## src/design/mul_pkg.sv

```systemverilog
/*
 * Shared definitions for the barrel-scheduled multiplier accelerator.
 * Holds the word and thread constants, the signedness mode and the
 * operand and result bundles that travel down the pipeline.
 */

package mul_pkg;

    // ------------------------------
    // Sizes
    // ------------------------------

    // Operand and result word width.
    localparam int WORD_WIDTH   = 32;

    // Hardware threads served by the barrel schedule.
    localparam int THREAD_COUNT = 8;

    // Bits needed to name one thread.
    localparam int THREAD_WIDTH = 3;

    // ------------------------------
    // Types
    // ------------------------------

    // Index of a thread slot.
    typedef logic [THREAD_WIDTH-1:0] thread_id_t;

    // Multiplication mode, one per thread.
    // Reset value is unsigned.
    typedef enum logic {
        SIGN_UNSIGNED = 1'b0,
        SIGN_SIGNED   = 1'b1
    } sign_mode_e;

    // Everything the multiplier needs for one thread's product.
    typedef struct packed {
        logic [WORD_WIDTH-1:0] a;
        logic [WORD_WIDTH-1:0] b;
        sign_mode_e            sign_mode;
    } mul_operands_t;

    // Full double-width product, split into words.
    typedef struct packed {
        logic [WORD_WIDTH-1:0] high;
        logic [WORD_WIDTH-1:0] low;
    } mul_result_t;

endpackage

```

## src/design/delay_line.sv

```systemverilog
/*
 * Fixed-depth delay line.
 * A chain of DEPTH registers of WIDTH bits, cleared on reset.
 */

`timescale 1ns/1ps

module delay_line #(
    parameter int DEPTH = 1,
    parameter int WIDTH = 1
) (
    input  logic             clock,
    input  logic             rst_n,
    input  logic [WIDTH-1:0] data_in,
    output logic [WIDTH-1:0] data_out
);

    // Tap 0 is the input, tap DEPTH is the last register.
    logic [WIDTH-1:0] tap [DEPTH+1];

    assign tap[0] = data_in;

    // One register per stage.
    for (genvar i = 0; i < DEPTH; i++) begin : g_stage
        always_ff @(posedge clock or negedge rst_n) begin
            if (!rst_n) begin
                tap[i+1] <= '0;
            end else begin
                tap[i+1] <= tap[i];
            end
        end
    end

    assign data_out = tap[DEPTH];

endmodule

```

## src/design/multiplier_pipeline.sv

```systemverilog
/*
 * Barrel-scheduled multiplier accelerator, top level.
 * Latches operands per slot, delays them to the multiplier, then delays
 * the product so each thread reads its result eight cycles later.
 */

`timescale 1ns/1ps

module multiplier_pipeline #(
    parameter int unsigned                  CONFIG_ADDR_WIDTH = 4,
    parameter logic [CONFIG_ADDR_WIDTH-1:0] CONFIG_ADDR       = '0
) (
    input  logic                           clock,
    input  logic                           rst_n,

    input  logic [CONFIG_ADDR_WIDTH-1:0]   config_addr,
    input  logic                           config_signed,
    input  logic                           config_wren,

    input  logic [mul_pkg::WORD_WIDTH-1:0] a,
    input  logic                           a_wren,
    input  logic [mul_pkg::WORD_WIDTH-1:0] b,
    input  logic                           b_wren,

    output logic [mul_pkg::WORD_WIDTH-1:0] result_low,
    output logic [mul_pkg::WORD_WIDTH-1:0] result_high
);

    import mul_pkg::*;

    // ------------------------------
    // Pipeline depths
    // ------------------------------

    // Latch (1) + input delay (3) + output delay (4) = one full round.
    localparam int INPUT_DELAY_DEPTH  = THREAD_COUNT / 2 - 1;
    localparam int INPUT_DELAY_WIDTH  = $bits(mul_operands_t);
    localparam int OUTPUT_DELAY_DEPTH = THREAD_COUNT / 2;
    localparam int OUTPUT_DELAY_WIDTH = $bits(mul_result_t);

    // ------------------------------
    // Per-thread signedness
    // ------------------------------

    // Mode of the thread in the current slot.
    sign_mode_e sign_mode;

    thread_config_store #(
        .CONFIG_ADDR_WIDTH (CONFIG_ADDR_WIDTH),
        .CONFIG_ADDR       (CONFIG_ADDR)
    ) config_store (
        .clock         (clock),
        .rst_n         (rst_n),
        .config_addr   (config_addr),
        .config_signed (config_signed),
        .config_wren   (config_wren),
        .sign_mode     (sign_mode)
    );

    // ------------------------------
    // Operand latches
    // ------------------------------

    // Each operand loads only on its own strobe.
    // A thread can keep one operand constant and update the other.
    logic [WORD_WIDTH-1:0] a_latched;
    logic [WORD_WIDTH-1:0] b_latched;

    // The mode is read during the write slot, so it is registered
    // with the operands to stay aligned with them.
    sign_mode_e            sign_mode_latched;

    always_ff @(posedge clock or negedge rst_n) begin
        if (!rst_n) begin
            a_latched         <= '0;
            b_latched         <= '0;
            sign_mode_latched <= SIGN_UNSIGNED;
        end else begin
            if (a_wren) begin
                a_latched <= a;
            end
            if (b_wren) begin
                b_latched <= b;
            end
            sign_mode_latched <= sign_mode;
        end
    end

    // ------------------------------
    // Input delay and multiply
    // ------------------------------

    mul_operands_t operands_in;
    mul_operands_t operands_delayed;
    mul_result_t   product;

    assign operands_in = '{a: a_latched, b: b_latched, sign_mode: sign_mode_latched};

    // Stages ahead of the multiplier, free for retiming into it.
    delay_line #(
        .DEPTH (INPUT_DELAY_DEPTH),
        .WIDTH (INPUT_DELAY_WIDTH)
    ) input_delay (
        .clock    (clock),
        .rst_n    (rst_n),
        .data_in  (operands_in),
        .data_out (operands_delayed)
    );

    word_multiplier multiplier (
        .operands (operands_delayed),
        .result   (product)
    );

    // ------------------------------
    // Output delay
    // ------------------------------

    mul_result_t result_delayed;

    // Trailing stages; the result lands in the thread's next slot.
    delay_line #(
        .DEPTH (OUTPUT_DELAY_DEPTH),
        .WIDTH (OUTPUT_DELAY_WIDTH)
    ) output_delay (
        .clock    (clock),
        .rst_n    (rst_n),
        .data_in  (product),
        .data_out (result_delayed)
    );

    assign result_high = result_delayed.high;
    assign result_low  = result_delayed.low;

endmodule

```

## src/design/thread_config_store.sv

```systemverilog
/*
 * Thread configuration store.
 * Rotates the barrel slot counter and keeps one signedness bit per
 * thread, written through a single memory-mapped configuration word.
 */

`timescale 1ns/1ps

module thread_config_store #(
    parameter int unsigned                  CONFIG_ADDR_WIDTH = 4,
    parameter logic [CONFIG_ADDR_WIDTH-1:0] CONFIG_ADDR       = '0
) (
    input  logic                         clock,
    input  logic                         rst_n,
    input  logic [CONFIG_ADDR_WIDTH-1:0] config_addr,
    input  logic                         config_signed,
    input  logic                         config_wren,
    output mul_pkg::sign_mode_e          sign_mode
);

    import mul_pkg::*;

    // ------------------------------
    // Thread slot counter
    // ------------------------------

    // Thread owning the current cycle.
    thread_id_t slot;

    // One step per clock, 0 through 7 then back to 0.
    always_ff @(posedge clock or negedge rst_n) begin
        if (!rst_n) begin
            slot <= '0;
        end else if (slot == thread_id_t'(THREAD_COUNT - 1)) begin
            slot <= '0;
        end else begin
            slot <= slot + 1'b1;
        end
    end

    // ------------------------------
    // Configuration decode
    // ------------------------------

    // A write lands only on the exact configuration address.
    logic config_hit;

    assign config_hit = config_wren && (config_addr == CONFIG_ADDR);

    // ------------------------------
    // Per-thread mode table
    // ------------------------------

    sign_mode_e mode_table [THREAD_COUNT];

    // Only the LSB of the config word matters.
    // The write goes to the thread whose slot it arrived in.
    always_ff @(posedge clock or negedge rst_n) begin
        if (!rst_n) begin
            for (int i = 0; i < THREAD_COUNT; i++) begin
                mode_table[i] <= SIGN_UNSIGNED;
            end
        end else if (config_hit) begin
            mode_table[slot] <= sign_mode_e'(config_signed);
        end
    end

    // Combinational read for the current slot.
    // A write in this same cycle is seen on the thread's next visit.
    assign sign_mode = mode_table[slot];

endmodule

```

## src/design/word_multiplier.sv

```systemverilog
/*
 * Full-word multiplier.
 * Combinational 32 x 32 product, signed or unsigned per the operand
 * bundle, returned as high and low words.
 */

`timescale 1ns/1ps

module word_multiplier (
    input  mul_pkg::mul_operands_t operands,
    output mul_pkg::mul_result_t   result
);

    import mul_pkg::*;

    // ------------------------------
    // Operand extension
    // ------------------------------

    // One extra bit per operand lets a single signed multiply cover
    // both modes: sign-extend when signed, zero-extend when unsigned.
    logic                          is_signed;
    logic signed [WORD_WIDTH:0]    a_ext;
    logic signed [WORD_WIDTH:0]    b_ext;

    // Product of the extended operands, 2 bits wider than needed.
    logic signed [2*WORD_WIDTH+1:0] product;

    assign is_signed = (operands.sign_mode == SIGN_SIGNED);

    always_comb begin
        a_ext = {is_signed & operands.a[WORD_WIDTH-1], operands.a};
        b_ext = {is_signed & operands.b[WORD_WIDTH-1], operands.b};
    end

    // ------------------------------
    // Multiply and split
    // ------------------------------

    // Behavioral multiply, left to synthesis to map onto DSP blocks.
    assign product = a_ext * b_ext;

    // The low 64 bits are the full product in either mode.
    always_comb begin
        result.high = product[2*WORD_WIDTH-1:WORD_WIDTH];
        result.low  = product[WORD_WIDTH-1:0];
    end

endmodule

```

## config.mk

```make
export PLATFORM = sky130hd
export DESIGN_NAME = multiplier_pipeline
export DESIGN_NICKNAME = d
export VERILOG_FILES = /design/src/design/mul_pkg.sv /design/src/design/delay_line.sv /design/src/design/multiplier_pipeline.sv /design/src/design/thread_config_store.sv /design/src/design/word_multiplier.sv
export SDC_FILE = /design/constraint.sdc
export NUM_CORES = 2
export LEC_CHECK = 0
export BUFFER_PORTS_ARGS = -buffer_cell sky130_fd_sc_hd__buf_2
export CAP_MARGIN = 20
export CORE_MARGIN = 4
export CORE_UTILIZATION = 50
export DETAILED_ROUTE_END_ITERATION = 7
export PLACE_DENSITY_LB_ADDON = 0.12
export SYNTH_ARGS = -nofsm -noshare
export SYNTH_HDL_FRONTEND = slang
export SYNTH_SLANG_ARGS = --single-unit
```

## constraint.sdc

```tcl
create_clock -name clock -period 7.7 [get_ports clock]
set_input_delay 1.155 -clock clock [delete_from_list [all_inputs] [get_ports clock]]
set_output_delay 1.155 -clock clock [all_outputs]
set_load 0.02 [all_outputs]
```

==> flow_summary_export.csv <==
group,metric,value,unit
status,run_status,"finished with violations",
status,violations,"setup timing",
drt,wl,130.2,mm
drt,vias,33460,
yosys,yosysUniqueCellTypes,64,
cts,insertion_delay,0.69,ns
yosys,synth_area_leaders,"fa_1 (43%), dfrtp_1 (25%), inv_1 (7.8%)",
worst_setup_path,crit_type,"reg2reg",
yosys,async_reset_ff_share,100.0,%
floorplan,dieHeight,331.6,um
yosys,synth-edff-count,0,
drt,wl_per_cell,19.61,um
worst_setup_path,start_kind,"flop",
layout,num_antenna_cells,0,
sta,slew_headroom,40.78,%
drt,drt_pass1_iterations,5,
drt,drtAntennaViolNets,0,
cts,cts_buffer_depth,3,
cts,htree_levels,2,
floorplan,core,0.1038,mm2
placed_design,gp_congestion,0.9292,
worst_setup_path,crit_buf_inv,5,
yosys,yosys.cell_count.top_type,"fa_1",
yosys,postSynthAreaPerCell,10.86,um2
cts,cts_made_buffers,58,
floorplan,core.rowCount,118,
yosys,synth_largest_area_cell,"fa_1",
worst_setup_path,r2r_cells,27,
global_routing,grt-ovfl-total,0,
sta,clock.fmax,128.7,MHz
yosys,netlist_area,0.05235,mm2
floorplan,io-pin-count,138,
global_routing,grt_pass1_wl,210.4,mm
global_routing,grt_util_all_layers,24.58,%
cts,cts-root-buf,"clkbuf_16",
worst_setup_path,critPathRequiredTime,8.20,ns
sta,setup_viol,3,
sta,worstMarginPinSlew,0.8883,ns
layout,drive_gt1_share,18.84,%
floorplan,dieArea,0.1099,mm2
worst_setup_path,crit_path_top_delay_cell,"fa_2",
yosys,yosysTopAreaCellShare,43.02,%
yosys,synth-main-ff-cell,"dfrtp_1",
sta,fin_crit_sh,100.9,%
cts,clkTransAtPathRegs,0.06,ns
drt,viasPerCell,5.039,
placed_design,portBuffers,137,
floorplan,initial_utilization,50.44,%
sta,fin_skew,0.07998,ns
yosys,synthesis.nets,6235,
yosys,synth_cells,4822,
worst_setup_path,arrival,8.27,ns
worst_setup_path,crit_family,"adder cells",
drt,drc_errors,0,
layout,syn_to_final_growth,16.18,%
worst_hold_path,hp-class,"reg2reg",
global_routing,grt_antenna_before_repair,1,
worst_hold_path,whs_path_depth,0,
worst_setup_path,cp_max_fo,4,
sta,setup_tns,-0.1034,ns
sta,fin_ws,-0.07088,ns
sta,post-route-min-period,7.771,ns
cts,cts_sinks,527,
yosys,yosysWarnings,0,
sta,slew_viol_final,0,
sta,rsz0062_at_grt,"true",
worst_setup_path,cpPeakStageDelay,0.60,ns
worst_setup_path,crit_path_end_kind,"flop",
placed_design,dp.final_hpwl,107.8,mm
yosys,yosysSeqAreaShare,25.19,%
worst_setup_path,crit_path_frequent_cell,"fa_1",
yosys,ys_top_cells_by_count,"fa_1 (1125), inv_1 (1088), nand2_1 (722), dfrtp_1 (527), and2_1 (353)",
cts,cts_tree,"built",
yosys,ys_ff_latch,527,
global_routing,grt_pass1_vias,36690,
global_routing,grt_max_degree,143,
floorplan,die_w,331.6,um
worst_setup_path,cp.depth,27,
layout,nets,6625,
sta,hold_viol_final,0,
drt,drt_iter0_drc,2052,
layout,fillers,8729,
run,drv_cap,0,
## repair_timing
item	in CTS	in global routing
buffers inserted	10	36
hold buffers	0	0
resized for setup	58	173
cloned	0	0
pin swaps	34	103
setup endpoints to repair	25	28
## layer usage
metal	track usage (%)	wire length, um
met1	35.78	57170
met2	38.41	60160
met3	4.846	8870
met4	6.197	4032
met5	0	0
## cell usage in the layout (no fill, tap or decap), types with 24 or more instances in the layout
cell type / netlist / final
buf_2: 4 / 137
dfrtp_1: 527 / 512
buf_4: 64 / 403
mux2_2: 71 / 71
a21o_1: 39 / 39
and2_1: 353 / 347
fa_2: 0 / 28
buf_6: 0 / 24
a21oi_1: 57 / 36
inv_2: 0 / 27
xnor2_1: 54 / 53
buf_12: 0 / 55
nand2_1: 722 / 716
fa_1: 1125 / 1097
nor2_1: 59 / 53
ha_1: 214 / 192
inv_1: 1088 / 1059
clkbuf_16: 0 / 58
## stage by stage
stage               std cells  cell area, um2  worst slack (ns)  hold WS (ns)  utilization [%]
CTS                      6607           59880           -0.1526        0.2971            57.69
detailed placement       6489           57400           -0.4695        0.3347            55.31
floorplan                4822           52360          -0.02389        0.3312                -
finish                   6641           60820          -0.07088        0.3052            58.60
global placement         6489           57400           -0.4150        0.3312            55.31
global route             6641           60820           -0.3359        0.3118            58.60
## layout make-up
cell class	instances	area (um2)	area share [%]
Timing Repair Buffer	621	5112	8.406
Sequential cell	527	13210	21.71
Inverter	1088	4091	6.727
Multi-Input combinational cell	2916	34540	56.80
Clock buffer	74	1612	2.650
Tap cell	1380	1727	2.839
Clock inverter	35	525.5	0.8641
## flip-flops by register name, summed over array words and instances (netlist names)
signal,cells
output_delay.data_out,64
config_store.slot,3
config_store.mode_table,8
input_delay.data_out,65
output_delay.tap,192
sign_mode_latched,1
b_latched,32
a_latched,32
input_delay.tap,130
## final timing paths
path	startpoint	to	slack, ns
worst max-delay path	input_delay.data_out[0]$_DFF_PN0_	output_delay.tap[252]$_DFF_PN0_	-0.07
min in group asynchronous	rst_n	output_delay.data_out[39]$_DFF_PN0_	0.52
worst min-delay path	input_delay.tap[70]$_DFF_PN0_	input_delay.data_out[5]$_DFF_PN0_	0.31
worst min register to register	input_delay.tap[70]$_DFF_PN0_	input_delay.data_out[5]$_DFF_PN0_	0.31
max in group asynchronous	rst_n	input_delay.tap[72]$_DFF_PN0_	5.74
worst max register to register	input_delay.data_out[0]$_DFF_PN0_	output_delay.tap[252]$_DFF_PN0_	-0.07
## kinds of logic after synthesis
group / share of synthesized area (%)
AND/OR/NAND/NOR: 11.00
buffers and inverters: 10.36
XOR/XNOR: 1.255
multiplexers: 1.527
flip-flops: 25.19
AO/OA/AOI/OAI: 2.529
adder cells (fa/ha/maj): 48.14
Power is not shown: default switching activity piles up to over one toggle a cycle in this logic, so the estimate is an artifact.
